==> src/design/pmu_i2c_pkg.sv <==
package pmu_i2c_pkg;

	typedef struct packed {
		logic rd;
		logic [7:0] subaddr;
		logic [7:0] wdata;
	} i2c_req_t;

	typedef struct packed {
		logic failed;
		logic [7:0] rdata;
	} i2c_rsp_t;

	localparam logic [7:0] DEV_ADDR_WR = 8'h68;
	localparam logic [7:0] DEV_ADDR_RD = 8'h69;
	localparam logic [7:0] REG_ENABLE = 8'h10;
	localparam logic [7:0] REG_SLEW = 8'h20;
	localparam logic [7:0] SLEW_VALUE = 8'h55;

	// Indexed by rail number, rail 0 is the rightmost entry
	localparam logic [3:0][7:0] VOLT_REG = {8'h23, 8'h29, 8'h26, 8'h32};
	localparam logic [3:0][2:0] EN_BIT = {3'd0, 3'd2, 3'd1, 3'd4};

endpackage

==> src/design/i2c_arbiter.sv <==
`timescale 1ns/100ps

module i2c_arbiter (
	input logic clk,
	input logic reset,
	input pmu_i2c_pkg::i2c_req_t set_req,
	input logic set_req_valid,
	input pmu_i2c_pkg::i2c_req_t query_req,
	input logic query_req_valid,
	input logic done,
	output logic set_grant,
	output logic query_grant,
	output pmu_i2c_pkg::i2c_req_t req,
	output logic start,
	output logic set_done,
	output logic query_done
);

	logic last_query;
	logic busy;

	assign busy = set_grant || query_grant;
	assign req = query_grant ? query_req : set_req;
	assign set_done = done && set_grant;
	assign query_done = done && query_grant;

	always_ff @(posedge clk) begin
		if (reset) begin
			set_grant <= 1'b0;
			query_grant <= 1'b0;
			last_query <= 1'b0;
			start <= 1'b0;
		end else begin
			start <= 1'b0;
			if (busy) begin
				if (done) begin
					set_grant <= 1'b0;
					query_grant <= 1'b0;
				end
			end else if (set_req_valid && (!query_req_valid || last_query)) begin
				set_grant <= 1'b1;
				last_query <= 1'b0;
				start <= 1'b1;
			end else if (query_req_valid) begin
				query_grant <= 1'b1;
				last_query <= 1'b1;
				start <= 1'b1;
			end
		end
	end

	one_owner: assert property (@(posedge clk) disable iff (reset)
		!(set_grant && query_grant))
		else $error("both engines own the I2C master");

endmodule

==> config.mk <==
export PLATFORM = sky130hd
export DESIGN_NAME = i2c_arbiter
export DESIGN_NICKNAME = d
export VERILOG_FILES = /design/src/design/pmu_i2c_pkg.sv /design/src/design/i2c_arbiter.sv
export SDC_FILE = /design/constraint.sdc
export NUM_CORES = 1
export LEC_CHECK = 0
export ABC_AREA = 0
export BUFFER_PORTS_ARGS = -buffer_cell sky130_fd_sc_hd__buf_2
export CAP_MARGIN = 40
export CELL_PAD_IN_SITES_DETAIL_PLACEMENT = 1
export CELL_PAD_IN_SITES_GLOBAL_PLACEMENT = 1
export CORE_MARGIN = 1.5
export CORE_UTILIZATION = 18
export CTS_CLUSTER_SIZE = 20
export DETAILED_ROUTE_END_ITERATION = 10
export HOLD_SLACK_MARGIN = 0.05
export PLACE_DENSITY_LB_ADDON = 0.25
export SLEW_MARGIN = 0
export SYNTH_ARGS = -nofsm -noshare
export SYNTH_HDL_FRONTEND = slang
export SYNTH_SLANG_ARGS = --single-unit
==> constraint.sdc <==
create_clock -name clk -period 2.8 [get_ports clk]
set_clock_uncertainty 0.05 [all_clocks]
set_input_delay 0.28 -clock clk [delete_from_list [all_inputs] [get_ports clk]]
set_output_delay 0.28 -clock clk [all_outputs]
set_load 0.1 [all_outputs]
==> flow_summary.json <==
{
  "drt-vias-per-instance": 4.36,
  "core_mm2": 0.00200,
  "required_ns": 2.47,
  "root_buffer": "clkbuf_4",
  "fin_nets": 142,
  "ir_drop_mv": 0.210,
  "synth_area_um2": 390,
  "worst_hold_path_type": "in2reg",
  "synth_cells": 39,
  "setup_slack_ns": 0.777,
  "cp-startpoint": "query_grant$_SDFFE_PP0P_",
  "drc": 0,
  "initial_utilization_pct": 19.5,
  "cpMaxStageDelayCell": "dfxtp_1",
  "maxCapViolCount": 0,
  "port_buffers": 60,
  "vias": 558,
  "critPathBufInv": 2,
  "cts_tree": "done",
  "cts-htree-levels": 1,
  "start_kind": "register",
  "async_flop_share_pct": 0,
  "grt_max_degree": 16,
  "leakagePower_nw": 0.396,
  "yosysMostFrequentCell": "mux2_2",
  "outcome": "complete, no violations",
  "synth_edf_count": 0,
  "synth_area_per_cell_um2": 10.0,
  "highest_layer": "met4",
  "maxSlewViolCount": 0,
  "place_congestion": 0.642,
  "netlist.area_leader.share_pct": 49.0,
  "ios": 61,
  "grtUsageTotal_pct": 11.9,
  "wl_um": 1390,
  "seq_area_um2": 80.1,
  "cp.arrival_ns": 1.69,
  "synth_seq_area_share_pct": 20.5,
  "first_global_vias": 535,
  "synthFlopType": "dfxtp_1",
  "wl_met1_um": 501,
  "cp_slowest_stage_delay_ns": 0.59,
  "tns_ns": 0,
  "rows": 16,
  "first_pass_iters": 2,
  "yosysTopAreaCell": "mux2_2",
  "cts_hold_buf": 0,
  "hold_viol_final": 0,
  "place_ws_ns": 1.01,
  "synth_commonest_cells": "mux2_2, dfxtp_1",
  "cp_top_family": "flip-flops",
  "setup_viol": 0,
  "numCtsBuffers": 3,
  "netlist-cell-type-count": 16,
  "clock_path_buffers": 2,
  "n_fill_cell": 264,
  "worstPathCellList": "buf_6, mux2_2, buf_2",
  "grt_setup_unrepaired": "no",
  "grt_pass1_wl_um": 2280,
  "period_minus_slack_ns": 2.02,
  "worstSetupPathType": "reg2out",
  "grt_overflow_total": 0,
  "synthesis.nets": 78,
  "die-area_mm2": 0.00246,
  "final_antenna_net_count": 0,
  "fmax_mhz": 494,
  "power.total_mw": 0.497,
  "ys_seq_elements": 4,
  "drt-initial-drc-count": 3,
  "clk_latency_ns": 0.23,
  "ys_warn_count": 0,
  "crit_path_end_kind": "primary output",
  "cts.reportedPaths.clkPinSlew_ns": 0.04,
  "powerDensity_mw_per_mm2": 664,
  "wl_met2_um": 763,
  "finalCritPeriodShare_pct": 72.3,
  "antenna_found_initial": 0,
  "worst_pin_slew_ns": 0.494,
  "die_w_um": 49.6,
  "num_antenna_cells": 0,
  "critPathMaxFanout": 15,
  "r2r_start": "query_grant$_SDFFE_PP0P_",
  "min_from": "reset",
  "post_cts_buffers": 0,
  "die_h_um": 49.6,
  "maxSlewHeadroom_pct": 67.3,
  "avgRoutedWirePerCell_um": 10.9,
  "multiInputGateArea_um2": 297,
  "wl_met3_um": 113,
  "layout-drive-gt1-share_pct": 80.2,
  "area_growth_pct": 91.7,
  "cts_resized": 0,
  "cts.sinks": 4,
  "yosys-top-cells-area": "mux2_2, dfxtp_1, or4b_1",
  "hpwlAfterDp_um": 1240
}
[per-stage QoR]
step	area (um^2)	std cells	utilization, %	hold WS (ns)
final	748	128	37.4	0.253
after global routing	748	128	37.4	0.258
after CTS	748	128	37.4	0.250
after detailed placement	726	125	36.3	0.455
after global placement	714	124	35.7	0.447
after floorplan	390	39	-	0.307
[layout make-up]
| class | instances | share of cell area, % |
|---|---|---|
| flip-flops and latches | 4 | 10.7 |
| inverters | 1 | 0.502 |
| repair buffers | 61 | 41.6 |
| multi-input cells | 32 | 39.6 |
| clock buffers | 3 | 3.01 |
| well taps | 27 | 4.52 |
[worst register-to-register path, cell delays in order, from the launching register on]
cell     delay [ns]
dfxtp_1        0.44
buf_6          0.22
or4b_1         0.53
o22ai_1        0.15
[logic make-up (layout without fill, tap and decap cells)]
family / count (synthesis) / in the layout / share of synthesized area, %
flip-flops: 4 / 4 / 20.5
AO/OA/AOI/OAI: 3 / 3 / 5.77
buffers and inverters: 3 / 65 / 3.52
AND/OR/NAND/NOR: 12 / 12 / 21.2
multiplexers: 17 / 17 / 49.0
[state kept, by name, indices dropped and copies added, names as in the netlist]
register     count
set_grant        1
last_query       1
start            1
query_grant      1
[worst paths after layout]
| check | end | slack (ns) | cells past startpoint |
|---|---|---|---|
| max reg2reg | last_query$_SDFFE_PP0P_ | 1.34 | 3 |
| min reg2reg | last_query$_SDFFE_PP0P_ | 0.46 | 2 |
| min | start$_SDFF_PP0_ | 0.25 | 2 |
| max | req[4] | 0.78 | 3 |
[cell usage in the layout (no fill, tap or decap), types with 2 or more instances in the layout]
| cell | instances |
|---|---|
| buf_2 | 60 |
| mux2_2 | 17 |
| dfxtp_1 | 4 |
| clkbuf_4 | 3 |
| and2_1 | 2 |
| or4b_1 | 2 |
| nor3b_1 | 2 |
[metal layers]
layer	GRT usage (%)	vias to the layer above
met3	2.42	3
met4	5.56	0
met5	0	-
met2	22.0	35
met1	12.8	246
li1	-	274
[power breakdown]
group          switching (mW)  total, mW  internal, mW  leakage (nW)
clock                  0.0221     0.0700        0.0478        0.0138
sequential             0.0105     0.0743        0.0638        0.0331
combinational           0.275      0.353        0.0774         0.349
total                   0.308      0.497         0.189         0.396
Note: power is estimated with default switching activity, not from simulation.
