--- src/design/pmu_bus_pkg.sv ---
package pmu_bus_pkg;

	typedef logic [7:0] bus_byte_t;
	typedef logic [7:0] eid_t;
	typedef logic [1:0] rail_idx_t;
	typedef logic [4:0] dac_code_t;

	typedef enum logic {PARAM_ENABLE, PARAM_VOLTAGE} param_kind_t;

	typedef struct packed {
		eid_t eid;
		param_kind_t kind;
		rail_idx_t rail;
		bus_byte_t value;
	} set_cmd_t;

	typedef struct packed {
		eid_t eid;
		param_kind_t kind;
		rail_idx_t rail;
	} query_cmd_t;

	typedef struct packed {
		eid_t eid;
		logic query;
		logic ok;
		bus_byte_t data;
	} reply_t;

	localparam bus_byte_t REPLY_ADDR = 8'h20;
	localparam bus_byte_t ACK_CODE = 8'h01;
	localparam bus_byte_t NAK_CODE = 8'h00;
	localparam bus_byte_t PARAM_VOLTAGE_CHAR = 8'h76;

endpackage

--- src/design/reply_builder.sv ---
`timescale 1ns/100ps

module reply_builder (
	input logic clk,
	input logic reset,
	input pmu_bus_pkg::reply_t reply,
	input logic reply_strobe,
	output logic tx_frame,
	output logic tx_valid,
	output pmu_bus_pkg::bus_byte_t tx_byte
);

	pmu_bus_pkg::reply_t rep;
	logic sending;
	logic [2:0] idx;
	logic finished;

	// Query replies carry one data byte after the code
	assign finished = rep.query ? (idx == 3'd4) : (idx == 3'd3);

	always_ff @(posedge clk) begin
		if (reset) begin
			sending <= 1'b0;
			tx_frame <= 1'b0;
			tx_valid <= 1'b0;
			idx <= '0;
		end else begin
			tx_valid <= 1'b0;
			if (!sending) begin
				if (reply_strobe) begin
					sending <= 1'b1;
					tx_frame <= 1'b1;
					tx_valid <= 1'b1;
					idx <= 3'd1;
				end
			end else if (finished) begin
				sending <= 1'b0;
				tx_frame <= 1'b0;
			end else begin
				tx_valid <= 1'b1;
				idx <= idx + 1'b1;
			end
		end
	end

	always_ff @(posedge clk) begin
		if (!sending && reply_strobe) begin
			rep <= reply;
			tx_byte <= pmu_bus_pkg::REPLY_ADDR;
		end else if (sending && !finished) begin
			case (idx)
				3'd1: tx_byte <= rep.eid;
				3'd2: tx_byte <= rep.ok ? pmu_bus_pkg::ACK_CODE : pmu_bus_pkg::NAK_CODE;
				default: tx_byte <= rep.data;
			endcase
		end
	end

	no_overlap: assert property (@(posedge clk) disable iff (reset)
		reply_strobe |-> !sending)
		else $error("reply strobe arrived while a reply was still going out");

endmodule

--- config.mk ---
export PLATFORM = sky130hd
export DESIGN_NAME = reply_builder
export DESIGN_NICKNAME = d
export VERILOG_FILES = /design/src/design/pmu_bus_pkg.sv /design/src/design/reply_builder.sv
export SDC_FILE = /design/constraint.sdc
export NUM_CORES = 1
export LEC_CHECK = 0
export ABC_AREA = 1
export BUFFER_PORTS_ARGS = -buffer_cell sky130_fd_sc_hd__buf_4
export CAP_MARGIN = 20
export CORE_MARGIN = 10
export CORE_UTILIZATION = 50
export DETAILED_ROUTE_END_ITERATION = 12
export GPL_TIMING_DRIVEN = 0
export PLACE_DENSITY = 0.76
export SYNTH_ARGS = -nofsm -noshare
export SYNTH_HDL_FRONTEND = slang
export SYNTH_SLANG_ARGS = --single-unit
--- constraint.sdc ---
create_clock -name clk -period 3.9 [get_ports clk]
set_input_delay 0.78 -clock clk [delete_from_list [all_inputs] [get_ports clk]]
set_output_delay 0.78 -clock clk [all_outputs]
set_load 0.05 [all_outputs]
==> impl_metrics.csv <==
group,metric,value,unit
layout,drive_gt1_share,26.54,%
yosys,synth.net_count,148,
global_routing,antenna_found_initial,0,
pwr,p_int,0.4966,mW
layout,fill_cells,198,
clocking,ctsResizeCount,0,
detailed_routing,drc,0,
detailed_routing,wl,2.447,mm
setup_path,startpoint,"sending",
clocking,post_cts_buffers,0,
yosys,synth_top_cell_by_area,"edfxtp_1",
setup_path,reg2reg_to,"tx_byte[6]",
clocking,h-tree-depth,2,
pwr,comb_power_share,21.8,%
timing,max_freq,581.6,MHz
clocking,cts.clk_slew.worst_paths,0.09,ns
setup_path,worstPathMaxFanout,3,
setup_path,r2r_start,"idx[1]",
global_routing,grt_overflow,0,
setup_path,r2r_slack,2.29,ns
setup_path,critPathKind,"reg -> out",
detailed_routing,detail_route.iter0.violations,54,
clocking,numCtsBuffers,5,
setup_path,cp.required,3.12,ns
yosys,synth-seq-area-share,64.58,%
clocking,root_buffer,"clkbuf_4",
yosys,syn_inst,124,
detailed_routing,antenna_left,0,
hold_path,hold_class,"reg -> reg",
pwr,p_clk_share,23.9,%
timing,period_minus_slack,1.720,ns
global_routing,grt_pass1_vias,953,
pwr,worst_ir_drop_vdd,334.1,uV
clocking,clock_latency,0.33,ns
timing,fin_tns_setup,0,ns
setup_path,max_stage_delay,0.39,ns
yosys,synth_area,1240,um2
clocking,clk_path_buf_depth,2,
setup_path,crit_end,"tx_valid",
yosys,ys_warn_count,0,
die,core_area,2297,um2
die,initial_core_util,53.98,%
detailed_routing,vias_per_cell,4.947,
placed_design,gp_congestion,0.8017,
timing,setup_viol,0,
pwr,leakage,0.6940,nW
die,io_pins,31,
pwr,p_per_area,464.3,nW/um2
timing,worst_slack,2.180,ns
clocking,cts.sinks,31,
setup_path,end_kind,"output port",
die,die_x,69.80,um
layout,syn_to_final_growth,25.23,%
clocking,cts_tree,"yes",
run_status,outcome,"finished clean",
timing,rsz0062_at_grt,"no",
yosys,ys_types,18,
setup_path,path_cells,"buf_4",
timing,fin_hold_ws,0.4802,ns
timing,relSlewSlack,56.11,%
setup_path,reg2reg_depth,8,
layout,mostFrequentLayoutCells,"30 x buf_4, 24 x nand2_1, 21 x nor2_1",
global_routing,grt_use_total,10.16,%
clocking,cts_hold_buf,0,
placed_design,pre_cts_slack,2.072,ns
yosys,synthTopCellsByArea,"edfxtp_1 44%, dfxtp_1 21%, nand2_1 7.3%",
die,dieArea,4872,um2
die,row_count,17,
timing,hold_violations,0,
setup_path,critPathLaunchType,"flip-flop",
detailed_routing,vias,940,
pwr,p_switching,0.2243,mW
pwr,sw_frac_of_total,31.12,%
setup_path,crit_arrival,0.94,ns
global_routing,grt_pass1_wl,4.064,mm
timing,maxSlewViolCount,0,
pwr,p_seq_share,54.3,%
setup_path,cp_top_family,"flip-flops",
yosys,ys_ff_latch,31,
timing,period_share,44.09,%
placed_design,numPortBuffers,30,
layout,final_common_cell,"buf_4",
yosys,yosysTopAreaCellShare,43.59,%
setup_path,cp.depth,1,
setup_path,cp_slowest_cell,"dfxtp_1",
timing,tightest_slew,0.6577,ns
layout,n_antenna_cell,0,
layout,stdcell_area,1553,um2
placed_design,hpwl,1.824,mm
global_routing,grt_max_degree,20,
die,die_h,69.80,um
job,drv_cap,0,
detailed_routing,drt-pass1-iter-count,7,
timing,skew,0.01024,ns
placed_design,placedInstanceArea,1500,um2
detailed_routing,routedWlPerCell,12.88,um
yosys,avgSynthCellArea,10.00,um2
layout,nNetsFinal,185,
setup_path,crit_buf_inv,1,
==> cells in the mapped netlist <==
master and count:
nor2_1 21, dfxtp_1 13, buf_6 1, inv_1 8
edfxtp_1 18, clkbuf_1 1, ha_1 3, a21oi_1 4
a21boi_1 1, o21ai_1 2, xnor2_1 1, o21ai_0 8
nand2_1 24, nand3_2 1, inv_2 2, o21ai_2 1
buf_2 2, nand3_1 13
==> through the flow <==
stage               util, %  total power, mW  std cells
detailed placement    65.31           0.5567        182
finish                67.59           0.7209        190
floorplan                 -           0.5008        124
global route          67.59           0.7589        190
CTS                   67.59           0.7274        190
global placement      65.31           0.5526        182
==> final cells by class <==
| cell class | instances | area, um2 | area share [%] |
|---|---|---|---|
| buffer | 4 | 25.02 | 1.612 |
| clock inverter | 3 | 15.01 | 0.9670 |
| sequential | 31 | 800.8 | 51.57 |
| inverter | 10 | 37.54 | 2.417 |
| clock buffer | 5 | 37.54 | 2.417 |
| timing repair buffer | 30 | 225.2 | 14.50 |
| multi-input combinational | 79 | 376.6 | 24.25 |
| tap | 28 | 35.03 | 2.256 |
==> per-layer routing <==
| metal | share of wire, % | vias to the layer above | global-route usage (%) |
|---|---|---|---|
| li1 | - | 484 | - |
| met1 | 44 | 409 | 10.73 |
| met2 | 46 | 38 | 15.58 |
| met3 | 6.9 | 9 | 4.422 |
| met4 | 2.8 | 0 | 7.609 |
| met5 | 0 | - | 0 |
==> flip-flops by register name, indices dropped and copies added, names as in the netlist <==
name,cells
idx,3
rep,18
sending,1
tx_byte,8
tx_frame,1
==> power groups by stage <==
stage	clock network [mW]	registers, mW	logic [mW]
final	0.172	0.391	0.157
after global routing	0.193	0.395	0.171
after CTS	0.177	0.392	0.158
after detailed placement	0	0.399	0.157
after global placement	0	0.397	0.155
after floorplan	0	0.447	0.0541
==> logic make-up (layout without fill, tap and decap cells) <==
| kind of cell | after synthesis | in the layout | share of synthesized area (%) |
|---|---|---|---|
| AOI/OAI and AO/OA | 16 | 16 | 6.963 |
| DFF | 31 | 31 | 64.58 |
| and+or+nand+nor | 59 | 59 | 19.68 |
| xor gates and xnor gates | 1 | 1 | 0.7065 |
| buffers and inverters | 14 | 52 | 5.045 |
| adders and majority gates | 3 | 3 | 3.028 |
==> worst min path at each step <==
stage,startpoint,endpoint,slack [ns],depth (start not counted)
floorplan,idx[2],idx[2],0.50,2
global placement,tx_byte[0],tx_byte[0],0.46,2
detailed placement,tx_byte[0],tx_byte[0],0.47,2
CTS,tx_byte[0],tx_byte[0],0.48,2
global route,tx_byte[0],tx_byte[0],0.50,2
finish,tx_byte[0],tx_byte[0],0.48,2
Power figures use the tool's default switching activity.
