$ cat config.mk
export PLATFORM = sky130hd
export DESIGN_NAME = rail_query_engine
export DESIGN_NICKNAME = d
export VERILOG_FILES = /design/src/design/pmu_bus_pkg.sv /design/src/design/pmu_i2c_pkg.sv /design/src/design/rail_query_engine.sv
export SDC_FILE = /design/constraint.sdc
export NUM_CORES = 1
export LEC_CHECK = 0
export BUFFER_PORTS_ARGS = -buffer_cell sky130_fd_sc_hd__buf_2
export CAP_MARGIN = 20
export CORE_ASPECT_RATIO = 0.75
export CORE_UTILIZATION = 44
export CTS_CLUSTER_DIAMETER = 40
export DETAILED_ROUTE_END_ITERATION = 10
export PLACE_DENSITY = 0.83
export SETUP_SLACK_MARGIN = 0.02
export SLEW_MARGIN = 10
export SYNTH_ARGS = -nofsm -noshare
export SYNTH_HDL_FRONTEND = slang
export SYNTH_SLANG_ARGS = --single-unit
$ cat constraint.sdc
create_clock -name clk -period 3.5 [get_ports clk]
set_clock_uncertainty 0.05 [all_clocks]
set_input_delay 0.525 -clock clk [delete_from_list [all_inputs] [get_ports clk]]
set_output_delay 0.525 -clock clk [all_outputs]
set_load 0.02 [all_outputs]
$ cat src/design/pmu_bus_pkg.sv
package pmu_bus_pkg;

	typedef logic [7:0] bus_byte_t;
	typedef logic [7:0] eid_t;
	typedef logic [1:0] rail_idx_t;
	typedef logic [4:0] dac_code_t;

	typedef enum logic {PARAM_ENABLE, PARAM_VOLTAGE} param_kind_t;

	typedef struct packed {
		eid_t eid;
		param_kind_t kind;
		rail_idx_t rail;
		bus_byte_t value;
	} set_cmd_t;

	typedef struct packed {
		eid_t eid;
		param_kind_t kind;
		rail_idx_t rail;
	} query_cmd_t;

	typedef struct packed {
		eid_t eid;
		logic query;
		logic ok;
		bus_byte_t data;
	} reply_t;

	localparam bus_byte_t REPLY_ADDR = 8'h20;
	localparam bus_byte_t ACK_CODE = 8'h01;
	localparam bus_byte_t NAK_CODE = 8'h00;
	localparam bus_byte_t PARAM_VOLTAGE_CHAR = 8'h76;

endpackage

$ cat src/design/pmu_i2c_pkg.sv
package pmu_i2c_pkg;

	typedef struct packed {
		logic rd;
		logic [7:0] subaddr;
		logic [7:0] wdata;
	} i2c_req_t;

	typedef struct packed {
		logic failed;
		logic [7:0] rdata;
	} i2c_rsp_t;

	localparam logic [7:0] DEV_ADDR_WR = 8'h68;
	localparam logic [7:0] DEV_ADDR_RD = 8'h69;
	localparam logic [7:0] REG_ENABLE = 8'h10;
	localparam logic [7:0] REG_SLEW = 8'h20;
	localparam logic [7:0] SLEW_VALUE = 8'h55;

	// Indexed by rail number, rail 0 is the rightmost entry
	localparam logic [3:0][7:0] VOLT_REG = {8'h23, 8'h29, 8'h26, 8'h32};
	localparam logic [3:0][2:0] EN_BIT = {3'd0, 3'd2, 3'd1, 3'd4};

endpackage

$ cat src/design/rail_query_engine.sv
`timescale 1ns/100ps

module rail_query_engine (
	input logic clk,
	input logic reset,
	input pmu_bus_pkg::query_cmd_t query_cmd,
	input logic query_strobe,
	input logic grant,
	input logic i2c_done,
	input pmu_i2c_pkg::i2c_rsp_t i2c_rsp,
	output pmu_i2c_pkg::i2c_req_t i2c_req,
	output logic i2c_req_valid,
	output pmu_bus_pkg::reply_t reply,
	output logic reply_strobe
);

	typedef enum logic {Q_IDLE, Q_READ} state_t;

	state_t state;
	pmu_bus_pkg::query_cmd_t cmd;
	pmu_bus_pkg::bus_byte_t data_q;
	logic own_done;
	logic en_bit;
	logic ok_q;

	assign own_done = i2c_done && grant;
	assign i2c_req_valid = (state == Q_READ);
	assign en_bit = i2c_rsp.rdata[pmu_i2c_pkg::EN_BIT[cmd.rail]];

	always_comb begin
		i2c_req.rd = 1'b1;
		i2c_req.wdata = '0;
		if (cmd.kind == pmu_bus_pkg::PARAM_VOLTAGE)
			i2c_req.subaddr = pmu_i2c_pkg::VOLT_REG[cmd.rail];
		else
			i2c_req.subaddr = pmu_i2c_pkg::REG_ENABLE;
	end

	always_ff @(posedge clk) begin
		if (reset) begin
			state <= Q_IDLE;
			reply_strobe <= 1'b0;
		end else begin
			reply_strobe <= own_done;
			if (state == Q_IDLE && query_strobe)
				state <= Q_READ;
			else if (own_done)
				state <= Q_IDLE;
		end
	end

	// On a failed read the raw byte goes back, all ones from the released bus
	always_ff @(posedge clk) begin
		if (state == Q_IDLE && query_strobe)
			cmd <= query_cmd;
		if (own_done) begin
			ok_q <= !i2c_rsp.failed;
			if (i2c_rsp.failed || cmd.kind == pmu_bus_pkg::PARAM_VOLTAGE)
				data_q <= i2c_rsp.rdata;
			else
				data_q <= {7'b0, en_bit};
		end
	end

	always_comb begin
		reply.eid = cmd.eid;
		reply.query = 1'b1;
		reply.ok = ok_q;
		reply.data = data_q;
	end

endmodule

==> run metrics <==
number of instances in the placed design 133; initial core utilization 47.56%; Tcrit/Tclk final 53.71%; Non-Filler Instances 137; unrepaired setup endpoints after global routing no; vias per std cell 4.299; Slew Limit Fails 0; Crit path largest cell delay 0.49 ns; CTS Buffer Depth 2; nets 139; Top Family by Delay on Critical Path flip-flops; post-cts sizing count 0; YS warnings 0; Min-Delay Path Class input port to flop; Seq/Total Area, Yosys 65.73%; PD cells 434.4 nW/um2; Area Growth Syn to Fin 17.84%; WP buf/inv 1; final hold vios 0; CTS root buffer clkbuf_4; Post-DP HPWL 1242 um; overall routing resource usage 13.40%; FP Rows 14; largest net degree at the start of global routing 13; gr ovfl total 0; synth unique cells 18; CP endpoint kind primary output; Clock transition at path regs 0.11 ns; DRC 0; CP Cell Sequence and2_2 -> and2_1 -> buf_2; min Tclk post-route 1.880 ns; crit-path max FO 7; per-cell routed wire length 11.18 um; Worst Path Required 2.92 ns; TNS Setup 0 ns; Die H 42.76 um; first-pass GRT wire length 2359 um; DRT Pass-1 Iters 4; Max stage delay cell, worst path edfxtp_1; Slew HR 39.50%; vias after detailed routing 589; CP Data Arrival Time 1.30 ns; Max Freq 532.0 MHz; n_diodes 0; IO Pins 62; reg2reg path depth 3; postcts setup bufs 0; Setup CP Type flop to primary output; vias in the first global route 527; crit path launch type flop; max cap viols 0; worst skew pair latency 0.29 ns; Routed WL 1531 um; Leak Pwr 0.0005255 uW; Syn Inst Count 72; CTS tree yes; Port Buffers 49; Least-Margin Pin Slew 0.9056 ns; VDD IR-drop max 292.3 uV; core area 2049 um2; overall die width 56.35 um; share of cells above drive strength 1 46.90%; synthesized area per cell 13.54 um2; post-route ant nets 0; Yosys reg bits 22; CTS Buf Count 3; hold_buf cts 0; WHS Path Cells 2; gpl congestion 0.6208; status finished clean; total design power 499.0 uW; mapped cell area 974.7 um2; antenna violations before repair 0; Sinks on Clock Net 22; DIE AREA 2409 um2; Setup Viol. Count Final 0; CTS H-tree depth 1; Iter 0 DRT Violations 5; WP depth 3
[through the flow]
stage | util (%) | area [um2] | worst slack, ns | hold slack [ns]
finish | 56.04 | 1149 | 1.620 | 0.3444
global placement | 54.76 | 1122 | 1.773 | 0.4177
detailed placement | 54.76 | 1122 | 1.690 | 0.4292
CTS | 56.04 | 1149 | 1.604 | 0.3287
floorplan | - | 1012 | 1.943 | 0.5377
global route | 56.04 | 1149 | 1.541 | 0.3178
[synth_stat cells (all sizes together)]
| cell type | count | area (um2) |
|---|---|---|
| a211oi | 1 | 7.510 |
| a21boi | 1 | 7.510 |
| a21oi | 1 | 5.000 |
| a311oi | 1 | 8.760 |
| and2 | 3 | 20.02 |
| buf | 22 | 165.2 |
| conb | 2 | 7.510 |
| dfxtp | 2 | 40.04 |
| edfxtp | 20 | 600.6 |
| inv | 2 | 7.510 |
| mux2i | 1 | 10.01 |
| nor2 | 3 | 11.26 |
| nor2b | 9 | 56.30 |
| nor3b | 1 | 7.510 |
| o21ai | 1 | 5.000 |
| or2b | 1 | 7.510 |
| or4 | 1 | 7.510 |
[area by class of cell]
type                    instances  area, um2
multi-input cells              36      198.9
clock buffers                   4      26.28
fillers                       195      900.9
flip-flops and latches         22      640.6
repair buffers                 49      245.2
well taps                      24      30.03
inverters                       2      7.507
[path summary, 6_finish.rpt]
kind,start,end,slack [ns]
setup / recovery,cmd[1]$_DFFE_PP_,i2c_req[11],1.62
hold / removal,reset,reply_strobe$_SDFF_PP0_,0.34
setup reg to reg,cmd[1]$_DFFE_PP_,data_q[0]$_DFFE_PP_,1.90
hold reg to reg,i2c_req_valid$_SDFFE_PP0P_,i2c_req_valid$_SDFFE_PP0P_,0.45
[kinds of logic after synthesis]
| group | share of synthesized area (%) |
|---|---|
| muxes | 1.027 |
| AOI/OAI and AO/OA | 3.466 |
| other | 0.7705 |
| and+or+nand+nor | 11.30 |
| DFF | 65.73 |
| buffers and inverters | 17.72 |
[cells in the final DEF, fill, tap and decap left out]
cell type,count
mux2i_1,1
edfxtp_1,20
buf_2,49
or4_1,1
a211oi_1,1
clkbuf_1,1
a311oi_1,1
nor2b_1,9
and2_2,1
and2_1,2
or2b_1,1
conb_1,12
o21ai_0,1
dfxtp_1,2
a21oi_1,1
clkbuf_4,3
nor3b_1,1
inv_1,2
a21boi_0,1
nor2_1,3
[flip-flops by register name, indices dropped and copies added (netlist names)]
name           count
data_q             8
reply              8
cmd                3
i2c_req_valid      1
ok_q               1
reply_strobe       1
[where the power goes]
part / internal, uW / switching (uW)
combinational: 26.7 / 52.0
sequential: 304 / 5.43
clock: 44.3 / 66.9
total: 375 / 124
[worst register-to-register path, cell delays in order (launching register included)]
cell      delay [ns]
edfxtp_1        0.49
or4_1           0.55
a21oi_1         0.18
a311oi_1        0.06
[per-layer routing]
| layer | vias to the layer above | routed length, um | global-route usage (%) |
|---|---|---|---|
| li1 | 294 | - | - |
| met1 | 262 | 578 | 15.29 |
| met2 | 31 | 815 | 23.33 |
| met3 | 2 | 122 | 6.098 |
| met4 | 0 | 14 | 2.927 |
| met5 | - | 0 | 0 |
(Power assumes the default switching activity.)
