<file path="config.mk">
export PLATFORM = sky130hd
export DESIGN_NAME = frame_receiver
export DESIGN_NICKNAME = d
export VERILOG_FILES = /design/src/design/pmu_bus_pkg.sv /design/src/design/frame_receiver.sv
export SDC_FILE = /design/constraint.sdc
export NUM_CORES = 1
export LEC_CHECK = 0
export BUFFER_PORTS_ARGS = -buffer_cell sky130_fd_sc_hd__buf_2
export CAP_MARGIN = 20
export CORE_UTILIZATION = 51
export CTS_CLUSTER_DIAMETER = 150
export DETAILED_ROUTE_END_ITERATION = 12
export PLACE_DENSITY_LB_ADDON = 0.15
export SLEW_MARGIN = 10
export SYNTH_ARGS = -nofsm -noshare
export SYNTH_HDL_FRONTEND = slang
export SYNTH_SLANG_ARGS = --single-unit
</file>
<file path="constraint.sdc">
create_clock -name clk -period 6.1 [get_ports clk]
set_input_delay 0.61 -clock clk [delete_from_list [all_inputs] [get_ports clk]]
set_output_delay 0.61 -clock clk [all_outputs]
set_load 0.03 [all_outputs]
</file>
<file path="src/design/pmu_bus_pkg.sv">
package pmu_bus_pkg;

	typedef logic [7:0] bus_byte_t;
	typedef logic [7:0] eid_t;
	typedef logic [1:0] rail_idx_t;
	typedef logic [4:0] dac_code_t;

	typedef enum logic {PARAM_ENABLE, PARAM_VOLTAGE} param_kind_t;

	typedef struct packed {
		eid_t eid;
		param_kind_t kind;
		rail_idx_t rail;
		bus_byte_t value;
	} set_cmd_t;

	typedef struct packed {
		eid_t eid;
		param_kind_t kind;
		rail_idx_t rail;
	} query_cmd_t;

	typedef struct packed {
		eid_t eid;
		logic query;
		logic ok;
		bus_byte_t data;
	} reply_t;

	localparam bus_byte_t REPLY_ADDR = 8'h20;
	localparam bus_byte_t ACK_CODE = 8'h01;
	localparam bus_byte_t NAK_CODE = 8'h00;
	localparam bus_byte_t PARAM_VOLTAGE_CHAR = 8'h76;

endpackage

</file>
<file path="src/design/frame_receiver.sv">
`timescale 1ns/100ps

module frame_receiver #(
	parameter pmu_bus_pkg::bus_byte_t SET_ADDR = 8'h70,
	parameter pmu_bus_pkg::bus_byte_t QUERY_ADDR = 8'h50
) (
	input logic clk,
	input logic reset,
	input logic rx_frame,
	input logic rx_valid,
	input pmu_bus_pkg::bus_byte_t rx_byte,
	output pmu_bus_pkg::set_cmd_t set_cmd,
	output logic set_strobe,
	output pmu_bus_pkg::query_cmd_t query_cmd,
	output logic query_strobe
);

	typedef enum logic [1:0] {ST_IDLE, ST_HEADER, ST_BODY, ST_SKIP} state_t;

	state_t state;
	logic [2:0] cnt;
	logic is_set;
	pmu_bus_pkg::eid_t eid;
	pmu_bus_pkg::param_kind_t kind;
	pmu_bus_pkg::rail_idx_t rail;
	pmu_bus_pkg::bus_byte_t value;

	always_ff @(posedge clk) begin
		if (reset) begin
			state <= ST_IDLE;
			cnt <= '0;
			is_set <= 1'b0;
			set_strobe <= 1'b0;
			query_strobe <= 1'b0;
		end else begin
			set_strobe <= 1'b0;
			query_strobe <= 1'b0;
			// A frame that ends before its last needed byte is dropped here
			if (!rx_frame) begin
				state <= ST_IDLE;
			end else if (rx_valid) begin
				case (state)
					ST_IDLE: begin
						cnt <= 3'd1;
						is_set <= (rx_byte == SET_ADDR);
						if (rx_byte == SET_ADDR || rx_byte == QUERY_ADDR)
							state <= ST_HEADER;
						else
							state <= ST_SKIP;
					end
					ST_HEADER: begin
						cnt <= cnt + 1'b1;
						state <= ST_BODY;
					end
					ST_BODY: begin
						cnt <= cnt + 1'b1;
						if (cnt == 3'd3 && !is_set) begin
							query_strobe <= 1'b1;
							state <= ST_SKIP;
						end
						if (cnt == 3'd4) begin
							set_strobe <= 1'b1;
							state <= ST_SKIP;
						end
					end
					default: ;
				endcase
			end
		end
	end

	always_ff @(posedge clk) begin
		if (rx_frame && rx_valid && (state == ST_HEADER || state == ST_BODY)) begin
			case (cnt)
				3'd1: eid <= rx_byte;
				3'd2: kind <= (rx_byte == pmu_bus_pkg::PARAM_VOLTAGE_CHAR) ?
					pmu_bus_pkg::PARAM_VOLTAGE : pmu_bus_pkg::PARAM_ENABLE;
				3'd3: rail <= rx_byte[1:0];
				3'd4: value <= rx_byte;
				default: ;
			endcase
		end
	end

	always_comb begin
		set_cmd.eid = eid;
		set_cmd.kind = kind;
		set_cmd.rail = rail;
		set_cmd.value = value;
		query_cmd.eid = eid;
		query_cmd.kind = kind;
		query_cmd.rail = rail;
	end

endmodule

</file>
==> flow_summary_export.csv <==
group,metric,value,unit
clock_tree,cts.hold.buffers_added,0,
final_layout,fillers,186,
sta,final_hold_viol_count,0,
sta,maxSlewHeadroom,55.3,%
yosys,netlist_top_cells_area,"edfxtp_1 (47%), dfxtp_1 (13%), ha_1 (9.4%)",
worst_setup_path,reg2reg_from,"state[1]",
power,p_per_area,210,nW/um2
placement,hpwl,1500,um
worst_setup_path,worstRegToRegCells,4,
clock_tree,tritoncts,"yes",
floorplanning,pin_count,44,
sta,worst_pin_slew,0.668,ns
yosys,synth.net_count,113,
final_layout,drive_above_1_share,39.8,%
final_layout,multi_input_area,355,um2
route,routed_wl,1870,um
sta,fin_worst_skew,0.00532,ns
worst_setup_path,crit_required,6.06,ns
yosys,async_flop_share,0,%
clock_tree,clk_path_buf_depth,2,
yosys,yosysWarnings,0,
worst_setup_path,critPathMaxFanout,8,
yosys,yosysTopAreaCell,"edfxtp_1",
final_layout,regArea,731,um2
clock_tree,insertion_delay,0.31,ns
yosys,avgSynthCellArea,13.1,um2
worst_setup_path,cp-end-kind,"flip-flop",
power,power.total,0.292,mW
floorplanning,core_area,2210,um2
yosys,synth_cells,92,
floorplanning,std_cell_rows,17,
clock_tree,cts_resized,0,
final_layout,stdcell_count,156,
sta,period_needed,1.95,ns
route,drc,0,
route,antenna_left,0,
floorplanning,fp.dieW,50.6,um
global_route,antenna_found_initial,0,
worst_setup_path,critPathKind,"reg -> reg",
placement,gp_congestion,0.740,
sta,setup_tns,0,ns
sta,period_share,31.9,%
final_layout,n_antenna_cell,0,
yosys,synth_cell_types,25,
yosys,synth.most_common_cell,"edfxtp_1",
placement,place_inst,151,
floorplanning,start_util,54.4,%
route,first_pass_iters,4,
sta,rsz0062_at_grt,"no",
worst_setup_path,max_stage_delay,0.56,ns
final_layout,utilization,63.0,%
placement,portBuffers,43,
route,drt_iter0_drc,10,
sta,setup_viol_count_final,0,
yosys,synth_edf_count,19,
yosys,synthTopCellsByCount,"edfxtp_1 (19), buf_4 (12), ha_1 (9)",
clock_tree,path_clk_slew,0.13,ns
min_path,hold_start,"rx_byte[5]",
clock_tree,htree_levels,1,
yosys,synth_ff_type,"edfxtp_1",
power,p_leak,0.573,nW
route,vias,779,
floorplanning,die-area,2560,um2
sta,fmax,0.513,GHz
worst_setup_path,path_cells,"inv_1 > ha_1 > nand3_1 > nor2_1",
run,cap_violations,0,
clock_tree,postCtsSetupBuffers,0,
yosys,synth_top_area_share,47.5,%
min_path,holdPathStages,1,
clock_tree,cts_buffers,3,
yosys,synth_area,1200,um2
yosys,ys_seq_elements,27,
sta,drv_slew,0,
global_route,grt_max_degree,15,
worst_setup_path,startpoint_type,"flip-flop",
power,vdd_drop_max,0.000148,V
min_path,hold_class,"in -> reg",
floorplanning,fp.dieH,50.6,um
global_route,grt_pass1_wl,2830,um
route,viasPerCell,4.99,
run_status,outcome,"completed",
clock_tree,cts_sinks,27,
worst_setup_path,worstPathArrival,1.91,ns
final_layout,syn_to_final_growth,15.9,%
worst_setup_path,cpMaxStageDelayCell,"nor2_1",
clock_tree,cts_root_buf,"clkbuf_4",
worst_setup_path,r2r_end,"value[1]",
global_route,grt_usage,15.4,%
global_route,grt_pass1_vias,639,
min_path,holdPathEnd,"value[5]",
route,wire_per_inst,12.0,um
final_layout,fin_nets,150,
worst_setup_path,r2r_slack,4.15,ns
global_route,overflow,0,
yosys,synth-seq-area-share,60.8,%
[flip-flops by register name (all words and copies together), names as in the netlist, 2 cells and up]
register / count
value: 8
eid: 8
rail: 2
cnt: 3
state: 2
[worst max path at each step]
stage | from | to | slack, ns | cells past startpoint
floorplan | state[0] | eid[0] | 4.12 | 4
global placement | state[0] | eid[7] | 3.88 | 4
detailed placement | state[1] | eid[4] | 3.73 | 4
CTS | state[1] | eid[2] | 3.70 | 4
global route | state[1] | value[2] | 3.97 | 4
finish | state[1] | value[1] | 4.15 | 4
[through the flow]
stage	hold WS, ns	worst slack, ns	instance area, um2
after floorplan	0.464	4.12	1200
after global placement	0.486	3.88	1360
after detailed placement	0.505	3.73	1360
after CTS	0.495	3.70	1390
after global routing	0.487	3.97	1390
final	0.499	4.15	1390
[layer usage]
layer | part of all wire, % | up-vias | track usage, % | wire [um]
met5 | 0 | - | 0 | 0
met4 | 0.86 | 0 | 6.94 | 16
met3 | 6.2 | 2 | 2.73 | 115
met2 | 51 | 34 | 28.7 | 960
met1 | 41 | 365 | 16.8 | 773
li1 | - | 378 | - | -
[cells by family after synthesis]
kind of cell	share of synthesized area, %
buffers and inverters	9.68
muxes	2.60
AOI/OAI and AO/OA	3.95
adders and majority gates	9.37
and+or+nand+nor	13.6
DFF	60.8
[critical path, delay by kind of cell, from the launching register on]
kind,cells,cell delay (ns)
adder cells (fa/ha/maj),1,0.37
AND/OR/NAND/NOR,2,0.72
flip-flops,1,0.41
buffers and inverters,1,0.09
[final cells by class]
cell class                 instances  area share (%)
tap                               28            2.51
clock buffer                       4            1.89
inverter                           7            1.89
sequential                        27            52.4
multi-input combinational         46            25.5
timing repair buffer              44            15.8
[power by group]
group	internal, mW	leakage (nW)	switching, mW	total (mW)
Combinational	0.00832	0.324	0.0123	0.0206
Sequential	0.197	0.234	0.00156	0.199
Clock	0.0255	0.0150	0.0471	0.0726
Total	0.231	0.573	0.0609	0.292
[placed cells by master, fill, tap and decap left out, types with 2 or more instances in the layout]
cell type  count
inv_1          7
nor3b_1        2
edfxtp_1      19
nor2b_1        2
ha_1           9
buf_2         44
nor2_1         6
nand3_1        2
clkbuf_4       3
nand2_1        8
dfxtp_1        8
mux2i_1        2
nand2b_1       2
Power figures use the tool's default switching activity.
